[config.mk]
export PLATFORM = sky130hd
export DESIGN_NAME = cpu_registers
export DESIGN_NICKNAME = d
export VERILOG_FILES = /design/src/design/fetch_bus_pkg.sv /design/src/design/cpu_registers.sv
export SDC_FILE = /design/constraint.sdc
export NUM_CORES = 1
export LEC_CHECK = 0
export BUFFER_PORTS_ARGS = -buffer_cell sky130_fd_sc_hd__buf_2
export CAP_MARGIN = 5
export CORE_ASPECT_RATIO = 1.75
export CORE_MARGIN = 5
export CORE_UTILIZATION = 35
export DETAILED_ROUTE_END_ITERATION = 8
export MAX_ROUTING_LAYER = met4
export PLACE_DENSITY = 0.68
export SYNTH_ARGS = -nofsm -noshare
export SYNTH_HDL_FRONTEND = slang
export SYNTH_SLANG_ARGS = --single-unit
[constraint.sdc]
create_clock -name instruction_done -period 0.8 [get_ports instruction_done]
set_input_delay 0.04 -clock instruction_done [delete_from_list [all_inputs] [get_ports instruction_done]]
set_output_delay 0.04 -clock instruction_done [all_outputs]
set_load 0.05 [all_outputs]
[src/design/fetch_bus_pkg.sv]
/* Fetch bus definitions
   Widths, reset vector, data source select and the fetch unit's port records */
package fetch_bus_pkg;

        localparam int addr_width = 16;
        localparam int reg_width = 8;

        localparam logic [addr_width-1:0] instruction_base = 16'h0200;   // PC after reset

        // Source of the fetcher's data input
        typedef enum logic [1:0] {
                sel_mem = 2'd0,
                sel_x   = 2'd1,
                sel_y   = 2'd2
        } data_sel_t;

        typedef struct packed {
                logic [addr_width-1:0] addr;
        } mem_req_t;

        // Register write port, one load strobe per register
        typedef struct packed {
                logic                 load_x;
                logic                 load_y;
                logic                 load_sp;
                logic [reg_width-1:0] value;
        } reg_load_t;

        typedef struct packed {
                logic [reg_width-1:0]  opcode;
                logic [addr_width-1:0] ea;
                logic [reg_width-1:0]  imm;
                logic                  has_ea;
                logic [1:0]            length;       // Bytes, opcode included
        } fetch_result_t;

endpackage

[src/design/cpu_registers.sv]
/* CPU registers
   Holds PC, X, Y and SP and selects the fetcher's data source */
module cpu_registers (
        input  logic                                 instruction_done,
        input  logic                                 reset_n,
        input  fetch_bus_pkg::reg_load_t             reg_load,
        input  logic                                 pc_advance,
        input  logic [fetch_bus_pkg::addr_width-1:0] pc_next,
        input  fetch_bus_pkg::data_sel_t             data_sel,
        input  logic [fetch_bus_pkg::reg_width-1:0]  mem_data,
        output logic [fetch_bus_pkg::addr_width-1:0] pc,
        output logic [fetch_bus_pkg::reg_width-1:0]  data_in
);
        import fetch_bus_pkg::*;

        logic [reg_width-1:0] x_reg;
        logic [reg_width-1:0] y_reg;
        logic [reg_width-1:0] sp_reg;

        always_ff @(posedge instruction_done) begin
                if (!reset_n) begin
                        pc <= instruction_base;
                        x_reg <= '0;
                        y_reg <= '0;
                        sp_reg <= '0;
                end else begin
                        if (pc_advance)
                                pc <= pc_next;      // Past the finished instruction
                        if (reg_load.load_x)
                                x_reg <= reg_load.value;
                        if (reg_load.load_y)
                                y_reg <= reg_load.value;
                        if (reg_load.load_sp)
                                sp_reg <= reg_load.value;
                end
        end

        // Index cycles read X or Y in place of memory
        always_comb begin
                case (data_sel)
                        sel_mem: data_in = mem_data;
                        sel_x:   data_in = x_reg;
                        sel_y:   data_in = y_reg;
                        default: data_in = sp_reg;  // Spare code reads SP
                endcase
        end

endmodule

==> results.md <==
- DR top layer: met4
- Non-Filler Instances: about 260
- Largest reg by FF count: pc
- CTS Buf Count: 5
- CTS H-tree lvls: 2
- Worst EP required: 0.76 ns
- Syn_area_per_cell: around 12 um^2
- Die Width: 62.6 um
- Netlist cell types: 10
- Main synth FF type: dfxtp_1
- Yosys reg bits: 40
- Status: finished, violations left
- Clock latency on the worst-skew pair: 0.28 ns
- Core Rows: 33
- Diode count: 0
- Yosys warning count: 0
- Net load switching power: 1270 uW
- First-pass GRT wire length: slightly above 6000 um
- Syn_nets: 179
- Crit Path Class: flop to output port
- Startpoint types: flop
- Layout cells sized above 1: 48.0%
- Final core occ: 51.0%
- Fin. Hold Viols: 0
- Wire length on met3: 247 um
- Initial Utilization: 36.0%
- Initial antenna violation count: 0
- Inst Count DP: 248
- Slew Viols, Final: 0
- Filler cell count: 427
- CP max FO: 2
- Worst slew pin tran: around 0.28 ns
- Wire per inst: 14.8 um
- Power Internal: 3220 uW
- Design area: 2400 um^2
- Post-route ant nets: 0
- Core ar.: 4710 um^2
- Switching power share of the total: 28.3%
- Routed Wire Length: 3800 um
- Area leader, netlist: dfxtp_1
- Placed cell areas: between 2000 and 2500 um^2
- Worst Hold Slack: 0.0150 ns
- Vias in the first global route: 1274
- Final worst path period share: 162%
- Synth top area cells: dfxtp_1 (47%), mux2i_1 (24%), nor2b_1 (14%)
- Peak VDD IR: 1.07 mV
- Cell Area, Synth: 1690 um^2
- Remaining routing DRC violations: 0
- Gr ovfl total: 0
- Die area: roughly 6400 um^2
- Final worst slack: -0.495 ns
- Storage element area: 821 um^2
- Met2 routed WL: 1960 um
- Nets: 244
- Crit path arrival time: ~1.3 ns
- Hold Path Class: input port to flop
- Power per cell area: 1870 nW/um^2
- Ys async rst share: 0%
- Post-synth EDFFs: 0
- Top Ports: 64
- Vias post-DR: 1195
- Clock sinks: 40
- Total GRT Usage: 12.7%
- Post-synth top area share: 47.3%
- Worst setup EP type: output port
- CTS tree: built
- 1st-pass router iterations: 2
- Clk slew on worst S/H paths: approximately 0.070 ns
- Die height: 102 um
- Clock Skew: 0 ns
- Synth top cells by count: dfxtp_1 (40), mux2i_1 (40), nor2b_1 (39), mux4_2 (8), clkbuf_1 (4)
- Violated checks: setup timing
- Largest net degree at the start of global routing: 41
- Share of power burned in registers: roughly 50%
- Final setup viols: 24
- Vias per cell: between 4 and 5
- Leak: approximately 0.0011 uW
- Slew margin rel.: 81.2%
- Post-CTS Setup Inserts: 0
- Multi-input logic area: 828 um^2
- RSZ-0062 raised after global routing: true
- Comb power frac: 23.8%
- Initial DRC count: 17
- DRT met1 WL: about 1500 um
- Seq/Total Area, Yosys: between 40% and 50%
- Final worst path period need: about 1.3 ns
- I/O Buffers: 63
- Cells after synthesis: 139
- Root Driver: clkbuf_8
- Fmax: 772 MHz
- Clock Power Share: 27.4%
- Detailed Place HPWL: roughly 2700 um
- GP Congestion: 0.655
- Largest register FFs: 16
- Area delta synth->final: 41.8%
- Maximum clock path buffer count: 2
- Max Cap Viol: 0
-- worst max-delay path, stage by stage (launching register included) --
cell	delay, ns
dfxtp_1	0.31
mux4_2	0.49
buf_6	0.17
-- power groups by stage --
stage / Combinational [uW] / Clock (uW) / Sequential, uW
after global placement: 915 / 0 / 2220
after detailed placement: 926 / 0 / 2220
final: 1070 / 1230 / 2200
after floorplan: 499 / 0 / 2380
after global routing: 1140 / 1390 / 2210
after CTS: 1060 / 1300 / 2190
-- area by class of cell --
class	instances	area share, %
timing repair buffer	69	25.4
clock inverter	1	0.208
tap	52	2.71
sequential	40	34.2
clock buffer	6	3.02
multi-input combinational	88	34.5
-- path summary, 6_finish.rpt --
check | start | end | slack [ns] | cells past startpoint
max reg2reg | x_reg[3] | x_reg[3] | 0.10 | 3
min reg2reg | pc[9] | pc[9] | 0.49 | 2
max | sp_reg[3] | data_in[3] | -0.49 | 2
min | pc_next[11] | pc[11] | 0.02 | 3
-- timing repair --
| action | in CTS | in global routing |
|---|---|---|
| gates resized for setup | 57 | 7 |
| endpoints found under the setup margin | 24 | 24 |
| endpoints found under the hold margin | 1 | 0 |
| hold buffers | 1 | 0 |
-- cells in the final DEF, fill, tap and decap left out --
cell and count:
buf_12 3, dfxtp_2 16, mux4_2 8, mux2i_1 40, dlygate4sd3_1 1, clkbuf_1 1, clkinv_2 1, clkbuf_8 5
nor2b_1 39, buf_2 39, nand2_1 1, buf_8 16, buf_6 8, buf_4 2, dfxtp_1 24
-- logic make-up (layout without fill, tap and decap cells) --
logic type | Yosys count | count (layout) | synth area share, %
muxes | 48 | 48 | 34.3
DFF | 40 | 40 | 47.3
and+or+nand+nor | 40 | 40 | 14.6
buffers and inverters | 11 | 76 | 3.84
-- metrics by stage --
| step | TNS [ns] | power [uW] | setup slack [ns] |
|---|---|---|---|
| floorplan | -1.16 | 2880 | -0.145 |
| global placement | -1.85 | 3130 | -0.249 |
| detailed placement | -1.93 | 3150 | -0.262 |
| CTS | -4.32 | 4560 | -0.498 |
| global route | -4.83 | 4730 | -0.534 |
| finish | -3.97 | 4500 | -0.495 |
-- metal layers --
metal	vias up	track usage, %
met1	537	13.5
met3	6	3.74
met4	0	5.39
met5	-	-
li1	608	-
met2	44	21.7
Power figures use the tool's default switching activity.
