$ cat config.mk
export PLATFORM = sky130hd
export DESIGN_NAME = opcode_decoder
export DESIGN_NICKNAME = d
export VERILOG_FILES = /design/src/design/fetch_bus_pkg.sv /design/src/design/mos6502_isa_pkg.sv /design/src/design/opcode_decoder.sv
export SDC_FILE = /design/constraint.sdc
export NUM_CORES = 1
export LEC_CHECK = 0
export ABC_AREA = 1
export BUFFER_PORTS_ARGS = -buffer_cell sky130_fd_sc_hd__buf_2
export CORE_AREA = 2 2 39 41
export DETAILED_ROUTE_END_ITERATION = 8
export DIE_AREA = 0 0 41 43
export PLACE_DENSITY_LB_ADDON = 0.3
export SLEW_MARGIN = 20
export SYNTH_ARGS = -nofsm -noshare
export SYNTH_HDL_FRONTEND = slang
export SYNTH_SLANG_ARGS = --single-unit
$ cat constraint.sdc
create_clock -name vclk -period 1.5
set_clock_uncertainty 0.1 [all_clocks]
set_input_delay 0.15 -clock vclk [all_inputs]
set_output_delay 0.15 -clock vclk [all_outputs]
set_load 0.02 [all_outputs]
$ cat src/design/fetch_bus_pkg.sv
/* Fetch bus definitions
   Widths, reset vector, data source select and the fetch unit's port records */
package fetch_bus_pkg;

        localparam int addr_width = 16;
        localparam int reg_width = 8;

        localparam logic [addr_width-1:0] instruction_base = 16'h0200;   // PC after reset

        // Source of the fetcher's data input
        typedef enum logic [1:0] {
                sel_mem = 2'd0,
                sel_x   = 2'd1,
                sel_y   = 2'd2
        } data_sel_t;

        typedef struct packed {
                logic [addr_width-1:0] addr;
        } mem_req_t;

        // Register write port, one load strobe per register
        typedef struct packed {
                logic                 load_x;
                logic                 load_y;
                logic                 load_sp;
                logic [reg_width-1:0] value;
        } reg_load_t;

        typedef struct packed {
                logic [reg_width-1:0]  opcode;
                logic [addr_width-1:0] ea;
                logic [reg_width-1:0]  imm;
                logic                  has_ea;
                logic [1:0]            length;       // Bytes, opcode included
        } fetch_result_t;

endpackage

$ cat src/design/mos6502_isa_pkg.sv
/* 6502 instruction set definitions
   Opcode layout, addressing modes and the decoder's output record */
package mos6502_isa_pkg;

        // Opcode byte as aaa bbb cc
        typedef struct packed {
                logic [2:0] aaa;
                logic [2:0] bbb;
                logic [1:0] cc;
        } opcode_fields_t;

        // Matched as a whole byte or by field groups
        typedef union packed {
                logic [7:0]     raw;
                opcode_fields_t fields;
        } opcode_t;

        typedef enum logic [2:0] {
                am_implied   = 3'd0,
                am_immediate = 3'd1,
                am_relative  = 3'd2,
                am_zpg       = 3'd3,
                am_zpg_x     = 3'd4,
                am_abs       = 3'd5,
                am_abs_x     = 3'd6,
                am_abs_y     = 3'd7
        } addr_mode_t;

        // Instruction groups by cc
        localparam logic [1:0] cc_ctrl = 2'b00;
        localparam logic [1:0] cc_alu = 2'b01;
        localparam logic [1:0] cc_rmw = 2'b10;

        // LDX and STX in the aaa field, upper two bits
        localparam logic [1:0] aaa_x_xfer = 2'b10;
        localparam logic [2:0] aaa_ldx = 3'b101;

        // Whole opcodes outside the column rules
        localparam logic [7:0] op_jsr = 8'h20;
        localparam logic [7:0] op_ldy_imm = 8'hA0;
        localparam logic [7:0] op_ldx_imm = 8'hA2;
        localparam logic [7:0] op_cpy_imm = 8'hC0;
        localparam logic [7:0] op_cpx_imm = 8'hE0;

        typedef struct packed {
                addr_mode_t               mode;
                logic [1:0]               operand_bytes;
                fetch_bus_pkg::data_sel_t index_sel;     // sel_mem when not indexed
        } decoded_t;

endpackage

$ cat src/design/opcode_decoder.sv
/* Opcode decoder
   Classifies an opcode into addressing mode, operand length and index register */
module opcode_decoder (
        input  mos6502_isa_pkg::opcode_t  opcode,
        output mos6502_isa_pkg::decoded_t decoded
);
        import mos6502_isa_pkg::*;
        import fetch_bus_pkg::*;

        addr_mode_t mode;
        logic       zpg_y;

        // Column rules first, then whole-opcode exceptions
        always_comb begin
                mode = am_implied;
                case (opcode.fields.cc)
                        cc_alu: begin
                                case (opcode.fields.bbb)
                                        3'b001:  mode = am_zpg;
                                        3'b010:  mode = am_immediate;
                                        3'b011:  mode = am_abs;
                                        3'b101:  mode = am_zpg_x;
                                        3'b110:  mode = am_abs_y;
                                        3'b111:  mode = am_abs_x;
                                        default: mode = am_implied;  // Indirect forms not handled
                                endcase
                        end
                        cc_ctrl: begin
                                case (opcode.fields.bbb)
                                        3'b001:  mode = am_zpg;
                                        3'b011:  mode = am_abs;
                                        3'b100:  mode = am_relative;  // Branches
                                        3'b101:  mode = am_zpg_x;
                                        3'b111:  mode = am_abs_x;
                                        default: mode = am_implied;   // TYA, CLC, SEC ...
                                endcase
                        end
                        cc_rmw: begin
                                case (opcode.fields.bbb)
                                        3'b001:  mode = am_zpg;
                                        3'b011:  mode = am_abs;
                                        3'b101:  mode = am_zpg_x;
                                        3'b111: begin
                                                // LDX abs indexes with Y
                                                if (opcode.fields.aaa == aaa_ldx)
                                                        mode = am_abs_y;
                                                else
                                                        mode = am_abs_x;
                                        end
                                        default: mode = am_implied;   // Accumulator, TXS, TSX
                                endcase
                        end
                        default: mode = am_implied;
                endcase

                case (opcode.raw)
                        op_jsr:     mode = am_abs;
                        op_ldy_imm,
                        op_ldx_imm,
                        op_cpy_imm,
                        op_cpx_imm: mode = am_immediate;
                        default: ;
                endcase
        end

        // STX and LDX zero page index with Y
        assign zpg_y = (opcode.fields.cc == cc_rmw) && (opcode.fields.aaa[2:1] == aaa_x_xfer);

        always_comb begin
                decoded.mode = mode;
                case (mode)
                        am_implied:   decoded.operand_bytes = 2'd0;
                        am_immediate,
                        am_relative,
                        am_zpg,
                        am_zpg_x:     decoded.operand_bytes = 2'd1;
                        default:      decoded.operand_bytes = 2'd2;
                endcase
                case (mode)
                        am_zpg_x: decoded.index_sel = zpg_y ? sel_y : sel_x;
                        am_abs_x: decoded.index_sel = sel_x;
                        am_abs_y: decoded.index_sel = sel_y;
                        default:  decoded.index_sel = sel_mem;
                endcase
        end

endmodule

==> impl_metrics.py <==
metrics = {
    "floorplanning": {
        "rows": 14,
        "die-area_um2": 1760,
        "die_height_um": 43,
        "core-area_um2": 1380,
        "pin_count": 15,
        "initial_utilization_pct": 27.2,
        "die_w_um": 41,
    },
    "final_layout": {
        "layout.area.seq_um2": 0,
        "area_growth_pct": 42.2,
        "stdcell_count": 110,
        "nClkBuffers": 0,
        "drive_above_1_share_pct": 46.8,
        "seq_cell_count": 0,
        "num-nets-final": 104,
        "insertedDiodeCount": 0,
    },
    "timing": {
        "maxSlewViolCount": 0,
        "min_period_ns": 1.40,
        "fin_crit_sh_pct": 93.5,
        "worstMarginPinSlew_ns": 0.199,
        "hold_viol": 0,
        "maxSlewHeadroom_pct": 86.7,
        "fmax_mhz": 713,
        "setup_viol": 0,
        "timing.setup.tns_ns": 0,
    },
    "synth": {
        "synth.avg_cell_area_um2": 4.83,
        "netlist_instances": 78,
        "synth_nets": 86,
        "synth.distinct_cells": 15,
        "yosys_warnings": 0,
        "yosysSeqAreaShare_pct": 0,
        "syn_area_um2": 377,
    },
    "place": {
        "dp_hpwl_um": 804,
        "dp_cells": 109,
        "place_congestion": 0.843,
        "portBuffers": 15,
    },
    "setup_path": {
        "cp_top_family": "simple AND/OR/NAND/NOR gates",
        "arrival_ns": 1.15,
        "crit_path_max_incr_delay_ns": 0.14,
        "crit_chain": "buf_4 > inv_4 > nand2_4 > nand2_2 > nand2_1 > nand2_1 > nand2_2 > inv_2 > nand2_2 > nand2_1 > nand2_1 > nor2_2 > buf_6",
        "critPathCaptureType": "primary output",
        "cp.required_ns": 1.25,
        "crit_slowest_cell": "buf_4",
        "cp_num_buf_inv": 4,
        "startpoint_type": "input port",
        "critPathMostFrequentCell": "nand2_1",
        "cp_max_fo": 5,
        "critPathKind": "input port to primary output",
    },
    "power": {
        "p_total_uw": 180,
        "leakagePower_uw": 0.000345,
        "ir_drop_v": 0.000138,
        "p_per_area_nw_per_um2": 336,
    },
    "detailed_routing": {
        "drt_wl_total_um": 941,
        "drc": 0,
        "via_per_inst": 4.35,
        "wire_per_inst_um": 8.55,
        "ant_nets": 0,
        "drt-initial-drc-count": 8,
        "drt-pass1-iter-count": 4,
        "vias": 478,
    },
    "global_route": {
        "grt_usage_pct": 11.1,
        "antenna_found_initial": 0,
        "gr-total-overflow": 0,
        "grt_pass1_wl_mm": 1.49,
        "grt_max_degree": 7,
        "grt_pass1_vias": 406,
    },
    "flow_run": {
        "cap_violations": 0,
    },
    "status": {
        "status": "complete, no violations",
    },
    "worst_hold_path": {
        "hold_class": "input port to primary output",
    },
}
cells in the mapped netlist:
| library cell | number | area [um2] |
|---|---|---|
| nand2_1 | 28 | 105 |
| inv_1 | 11 | 41.3 |
| nand2_2 | 7 | 43.8 |
| nand3_1 | 7 | 35.0 |
| nor2_1 | 7 | 26.3 |
| inv_2 | 5 | 18.8 |
| nor2_2 | 4 | 25.0 |
| nand3_2 | 2 | 20.0 |
| a21oi_1 | 1 | 5.00 |
| clkinv_1 | 1 | 3.75 |
| nand2_4 | 1 | 11.3 |
| nand4_1 | 1 | 6.26 |
| nor2_4 | 1 | 11.3 |
| o21ai_4 | 1 | 16.3 |
| o21bai_1 | 1 | 7.51 |
routing by layer:
metal | vias to the layer above | global-route usage (%) | wire length [um]
met4 | 0 | 0 | 0
li1 | 266 | - | -
met5 | - | 0 | 0
met3 | 0 | 0 | 14
met2 | 5 | 20.3 | 503
met1 | 207 | 14.6 | 424
cells in the final DEF (no fill, tap or decap), drive strengths merged:
cell	instances
clkinv	1
nor2	12
buf	15
inv	16
clkbuf	1
a21oi	1
nand3	9
o21bai	1
nand4	1
nand2	36
o21ai	1
through the flow:
step | cell area, um2 | utilization (%) | setup WS, ns | hold slack [ns]
final | 536 | 38.7 | 0.0978 | 0.681
after global routing | 536 | 38.7 | -0.00108 | 0.699
after CTS | 472 | 34.1 | 0.0508 | 0.681
after detailed placement | 472 | 34.1 | 0.0539 | 0.681
after global placement | 472 | 34.1 | 0.0723 | 0.668
after floorplan | 377 | - | 0.202 | 0.387
where the power goes:
group	internal (uW)	switching [uW]
combinational	67.5	112
clock	0	0
sequential	0	0
final timing paths:
kind | start | endpoint | depth (start not counted)
hold / removal | opcode[3] | decoded[6] | 4
setup / recovery | opcode[3] | decoded[1] | 13
kinds of logic after synthesis:
family	Yosys count	synth area share [%]
simple gates	58	75.4
compound gates	3	7.64
buf+inv	17	16.9
cell type report:
| type | count | area (um2) |
|---|---|---|
| fill | 159 | 848 |
| multi-input combinational | 61 | 342 |
| timing repair buffer | 16 | 103 |
| inverter | 17 | 71.3 |
| tap | 16 | 20.0 |
timing repair:
item                       in CTS  in global routing
setup endpoints to repair       0                  3
hold buffers                    0                  0
buffers inserted                0                  1
resized for setup               0                 22
Power figures use the tool's default switching activity.
