### src/design/fetch_bus_pkg.sv
/* Fetch bus definitions
   Widths, reset vector, data source select and the fetch unit's port records */
package fetch_bus_pkg;

        localparam int addr_width = 16;
        localparam int reg_width = 8;

        localparam logic [addr_width-1:0] instruction_base = 16'h0200;   // PC after reset

        // Source of the fetcher's data input
        typedef enum logic [1:0] {
                sel_mem = 2'd0,
                sel_x   = 2'd1,
                sel_y   = 2'd2
        } data_sel_t;

        typedef struct packed {
                logic [addr_width-1:0] addr;
        } mem_req_t;

        // Register write port, one load strobe per register
        typedef struct packed {
                logic                 load_x;
                logic                 load_y;
                logic                 load_sp;
                logic [reg_width-1:0] value;
        } reg_load_t;

        typedef struct packed {
                logic [reg_width-1:0]  opcode;
                logic [addr_width-1:0] ea;
                logic [reg_width-1:0]  imm;
                logic                  has_ea;
                logic [1:0]            length;       // Bytes, opcode included
        } fetch_result_t;

endpackage

### src/design/mos6502_isa_pkg.sv
/* 6502 instruction set definitions
   Opcode layout, addressing modes and the decoder's output record */
package mos6502_isa_pkg;

        // Opcode byte as aaa bbb cc
        typedef struct packed {
                logic [2:0] aaa;
                logic [2:0] bbb;
                logic [1:0] cc;
        } opcode_fields_t;

        // Matched as a whole byte or by field groups
        typedef union packed {
                logic [7:0]     raw;
                opcode_fields_t fields;
        } opcode_t;

        typedef enum logic [2:0] {
                am_implied   = 3'd0,
                am_immediate = 3'd1,
                am_relative  = 3'd2,
                am_zpg       = 3'd3,
                am_zpg_x     = 3'd4,
                am_abs       = 3'd5,
                am_abs_x     = 3'd6,
                am_abs_y     = 3'd7
        } addr_mode_t;

        // Instruction groups by cc
        localparam logic [1:0] cc_ctrl = 2'b00;
        localparam logic [1:0] cc_alu = 2'b01;
        localparam logic [1:0] cc_rmw = 2'b10;

        // LDX and STX in the aaa field, upper two bits
        localparam logic [1:0] aaa_x_xfer = 2'b10;
        localparam logic [2:0] aaa_ldx = 3'b101;

        // Whole opcodes outside the column rules
        localparam logic [7:0] op_jsr = 8'h20;
        localparam logic [7:0] op_ldy_imm = 8'hA0;
        localparam logic [7:0] op_ldx_imm = 8'hA2;
        localparam logic [7:0] op_cpy_imm = 8'hC0;
        localparam logic [7:0] op_cpx_imm = 8'hE0;

        typedef struct packed {
                addr_mode_t               mode;
                logic [1:0]               operand_bytes;
                fetch_bus_pkg::data_sel_t index_sel;     // sel_mem when not indexed
        } decoded_t;

endpackage

### src/design/operand_fetcher.sv
/* Operand fetcher
   Sequences opcode, operand and index cycles and forms the effective address */
module operand_fetcher (
        input  logic                                       instruction_done,
        input  logic                                       reset_n,
        input  logic                                       start,
        output mos6502_isa_pkg::opcode_t                   opcode,
        input  mos6502_isa_pkg::decoded_t                  decoded,
        input  logic [fetch_bus_pkg::addr_width-1:0]       pc,
        input  logic [fetch_bus_pkg::reg_width-1:0]        data_in,
        output fetch_bus_pkg::data_sel_t                   data_sel,
        output fetch_bus_pkg::mem_req_t                    mem_req,
        output logic                                       pc_advance,
        output logic [fetch_bus_pkg::addr_width-1:0]       pc_next,
        output logic                                       instruction_ready,
        output fetch_bus_pkg::fetch_result_t               result
);
        import mos6502_isa_pkg::*;
        import fetch_bus_pkg::*;

        typedef enum logic [2:0] {
                st_idle,
                st_opcode,
                st_operand_lo,
                st_operand_hi,
                st_index,
                st_done
        } fetch_state_t;

        fetch_state_t          state;
        fetch_state_t          state_nxt;
        logic [1:0]            fetch_count;    // Byte offset from pc
        opcode_t               opcode_q;
        logic [addr_width-1:0] addr_q;         // Operand bytes, then indexed address
        logic                  indexed;
        logic                  finish;
        logic [1:0]            length;
        logic                  has_ea;

        assign indexed = decoded.index_sel != sel_mem;
        assign length = decoded.operand_bytes + 2'd1;

        always_comb begin
                state_nxt = state;
                finish = 1'b0;
                case (state)
                        st_idle,
                        st_done: begin
                                state_nxt = start ? st_opcode : st_idle;  // Busy states ignore start
                        end
                        st_opcode: begin
                                if (decoded.operand_bytes == 2'd0)
                                        finish = 1'b1;
                                else
                                        state_nxt = st_operand_lo;
                        end
                        st_operand_lo: begin
                                if (decoded.operand_bytes == 2'd2)
                                        state_nxt = st_operand_hi;
                                else if (indexed)
                                        state_nxt = st_index;
                                else
                                        finish = 1'b1;
                        end
                        st_operand_hi: begin
                                if (indexed)
                                        state_nxt = st_index;
                                else
                                        finish = 1'b1;
                        end
                        st_index: finish = 1'b1;
                        default:  state_nxt = st_idle;
                endcase
                if (finish)
                        state_nxt = st_done;
        end

        always_ff @(posedge instruction_done) begin
                if (!reset_n) begin
                        state <= st_idle;
                        fetch_count <= 2'd0;
                end else begin
                        state <= state_nxt;
                        if (state_nxt == st_opcode)
                                fetch_count <= 2'd0;
                        else if (state_nxt == st_operand_lo || state_nxt == st_operand_hi)
                                fetch_count <= fetch_count + 2'd1;
                end
        end

        always_ff @(posedge instruction_done) begin
                case (state)
                        st_opcode:     opcode_q.raw <= data_in;
                        st_operand_lo: addr_q <= {8'h00, data_in};
                        st_operand_hi: addr_q[15:8] <= data_in;
                        st_index: begin
                                // Zero page indexing wraps inside page zero
                                if (decoded.mode == am_zpg_x)
                                        addr_q[7:0] <= addr_q[7:0] + data_in;
                                else
                                        addr_q <= addr_q + {8'h00, data_in};
                        end
                        default: ;
                endcase
        end

        // Decoder sees the byte on the bus until it is latched
        always_comb begin
                opcode = opcode_q;
                if (state == st_opcode)
                        opcode.raw = data_in;
        end

        assign mem_req.addr = pc + {14'd0, fetch_count};
        assign data_sel = (state == st_index) ? decoded.index_sel : sel_mem;

        assign pc_advance = finish;
        assign pc_next = pc + {14'd0, length};
        assign instruction_ready = state == st_done;

        assign has_ea = decoded.mode inside {am_zpg, am_zpg_x, am_abs, am_abs_x, am_abs_y};

        always_comb begin
                result.opcode = opcode_q.raw;
                result.has_ea = has_ea;
                result.length = length;
                result.ea = has_ea ? addr_q : '0;
                if (decoded.mode == am_immediate || decoded.mode == am_relative)
                        result.imm = addr_q[7:0];
                else
                        result.imm = '0;
        end

endmodule

### config.mk
export PLATFORM = sky130hd
export DESIGN_NAME = operand_fetcher
export DESIGN_NICKNAME = d
export VERILOG_FILES = /design/src/design/fetch_bus_pkg.sv /design/src/design/mos6502_isa_pkg.sv /design/src/design/operand_fetcher.sv
export SDC_FILE = /design/constraint.sdc
export NUM_CORES = 1
export LEC_CHECK = 0
export ABC_AREA = 1
export BUFFER_PORTS_ARGS = -buffer_cell sky130_fd_sc_hd__buf_4
export CAP_MARGIN = 20
export CORE_MARGIN = 8
export CORE_UTILIZATION = 49
export DETAILED_ROUTE_END_ITERATION = 10
export PLACE_DENSITY = 0.93
export SLEW_MARGIN = 15
export SYNTH_ARGS = -nofsm -noshare
export SYNTH_HDL_FRONTEND = slang
export SYNTH_SLANG_ARGS = --single-unit
### constraint.sdc
create_clock -name instruction_done -period 2.2 [get_ports instruction_done]
set_input_delay 0.22 -clock instruction_done [delete_from_list [all_inputs] [get_ports instruction_done]]
set_output_delay 0.22 -clock instruction_done [all_outputs]
set_load 0.02 [all_outputs]
==> impl_metrics.ini <==
[critical_path]
crit_required_ns = 1.98
critPathSlowestCell = fa_2
crit_path_start_kind = register
critPathTopFamily = adder cells
path_cells = ha_4 > inv_1 > fa_2 > nor2_4 > buf_4 > nand3_1 > xor2_1 > buf_4
end_kind = output pin
path_max_fanout = 3
cp_num_buf_inv = 3
critical_path_arrival_ns = 1.92
r2r_slack_ns = 0.23
crit_top_cell = buf_4
cpPeakStageDelay_ns = 0.37
path_class = register to output pin

[power_and_ir_drop]
clkPwrFrac_pct = 10.5
p_leak_nw = 2.059
comb_power_share_pct = 64.1
powerDensity_nw_per_um2 = 1065
power.switching_w = 0.002035
ir_worst_vdd_v = 0.0007595
internal_power_w = 0.002064
pwr-share-seq_pct = 25.3
switching_share_pct = 49.64

[global_routing]
grt_pass1_vias = 3490
track_usage_pct = 23.68
grt_max_degree = 17
grt_antenna_before_repair = 0
grt_first_pass_wirelength_mm = 16.03
grt_overflow = 0

[clocking]
clock_path_buffers = 2
cts_made_buffers = 5
clk_pin_slew_ns = 0.07
clock_sinks = 29
clockRootBuffer = clkbuf_8
postCtsHoldBufs = 0
htreeDepth = 2
insertion_delay_ns = 0.28
tritoncts = done

[synthesis]
synth_edf_count = 16
synth_area_leaders = edfxtp_1, nand2_1, inv_1
yosysMostFrequentCell = nand2_1
synth_cell_type_count = 28
synth_commonest_cells = nand2_1, inv_1, nor2_1
synthMuxAreaShare_pct = 0
netlist.area_leader.share_pct = 17.82
synth-compound-area-share_pct = 5.058
synth_top_family_by_area = simple AND/OR/NAND/NOR gates
ys_warn_count = 0
synthAdderAreaFrac_pct = 8.724
synth-simple-area-share_pct = 36.57
synth-async-reset-ratio_pct = 0
yosysSeqAreaShare_pct = 27.47
syn_inst = 417
syn_area_per_cell_um2 = 6.466
synthFlopType = edfxtp_1
ys_ff_latch = 29
synth.largest_area_cell = edfxtp_1
syn_area_um2 = 2696
synth_xor_area_share_pct = 10.39
synth_nets = 468

[detailed_routing]
drt-initial-drc-count = 247
via_per_inst = 5.264
dr.pass1.iters = 5
drt_wl_total_mm = 9.875
ant_nets = 0
drcViolationCount = 0
wl_per_cell_um = 16.11
via_count = 3227

[die]
rows = 27
coreArea_um2 = 5405
die_y_um = 90.18
die-area_um2 = 8132
num_io_pins = 113
initial_utilization_pct = 49.88
die_w_um = 90.18

[layout]
num-fill-cells = 422
area_delta_synth_final_pct = 42.69
final_area_um2 = 3847
diodes = 0
nets = 591
drive_above_1_share_pct = 30.13

[placement]
placed_area_um2 = 3666
gp_congestion = 0.9788
dp_hpwl_mm = 7.521
port-buffer-count = 112

[timing]
hold-worst-slack_ns = 0.2121
finClkSkew_ns = 0.009857
final_max_slew_viol_count = 0
setup_viol = 0
clock.fmax_mhz = 466.6
period_share_pct = 97.42
finalCriticalPeriod_ns = 2.143
relSlewSlack_pct = 60.99
hold_viol = 0
worst_pin_slew_ns = 0.5812

[worst_hold_path]
min_path_type = input pin to register

[run]
maxCapViolCount = 0

[status]
status = finished clean
cells by family after synthesis:
logic type / after synthesis
AOI/OAI and AO/OA: 27
and+or+nand+nor: 230
adders and majority gates: 17
xor gates and xnor gates: 32
buffers and inverters: 82
DFF: 29
stage by stage:
stage | std cells | setup WS [ns] | power, W | utilization (%) | TNS [ns]
6_report | 613 | 0.05684 | 0.004099 | 71.18 | 0
5_1_grt | 613 | -0.006739 | 0.004407 | 71.18 | -0.006739
4_1_cts | 613 | 0.004443 | 0.004049 | 70.60 | 0
3_5_place_dp | 601 | 0.009555 | 0.003579 | 67.82 | 0
3_3_place_gp | 601 | 0.1162 | 0.003494 | 67.82 | 0
2_1_floorplan | 417 | 0.01002 | 0.002586 | - | 0
area by class of cell:
class / instances / area [um^2] / share of cell area (%)
inverters: 75 / 281.5 / 7.317
multi-input cells: 306 / 1724 / 44.81
repair buffers: 123 / 923.4 / 24.00
clock inverters: 3 / 17.52 / 0.4553
well taps: 72 / 90.09 / 2.341
clock buffers: 5 / 68.82 / 1.789
flip-flops and latches: 29 / 742.0 / 19.28
routing by layer:
metal  part of all wire (%)  track usage [%]
met1                     35            24.11
met3                    9.3            7.149
met2                     50            41.84
met4                    5.1            14.15
met5                      0                0
power groups by stage:
stage	Combinational, W	Sequential (W)	Clock [W]
2_1_floorplan	0.00149	0.00110	0
3_3_place_gp	0.00247	0.00103	0
3_5_place_dp	0.00254	0.00104	0
4_1_cts	0.00258	0.00103	0.000436
5_1_grt	0.00287	0.00107	0.000469
6_report	0.00263	0.00104	0.000431
registers in the layout (all words and copies together) (netlist names):
| signal | cells |
|---|---|
| fetch_count | 2 |
| addr_q | 16 |
| opcode_q | 8 |
| state | 3 |
final timing paths:
| path | startpoint | to | cells after the start |
|---|---|---|---|
| worst max-delay path | fetch_count[0] | mem_req[12] | 8 |
| worst min-delay path | reset_n | state[1] | 3 |
| worst max register to register | addr_q[0] | addr_q[12] | 9 |
| worst min register to register | opcode_q[4] | opcode_q[4] | 2 |
layout by cell type, fill, tap and decap left out, drive strengths merged:
cell type and count:
a21oi 6, a31oi 1, and3 1, buf 123, clkbuf 5, clkinv 3, clkinvlp 1, dfxtp 13
edfxtp 16, fa 3, ha 14, inv 74, nand2 124, nand3 29, nand4 4, nor2 61
nor3 8, nor3b 1, o21ai 20, or2 2, xnor2 8, xor2 24
tightest hold or removal path, cell delays in order:
cell and delay, ns:
buf_4 0.09, inv_1 0.06, nor2_1 0.09
what timing repair did:
| action | in CTS | in global routing |
|---|---|---|
| setup endpoints to repair | 3 | 8 |
| resized for setup | 8 | 5 |
| pin swaps | 4 | 2 |
| buffers inserted | 4 | 0 |
(Power assumes the default switching activity.)
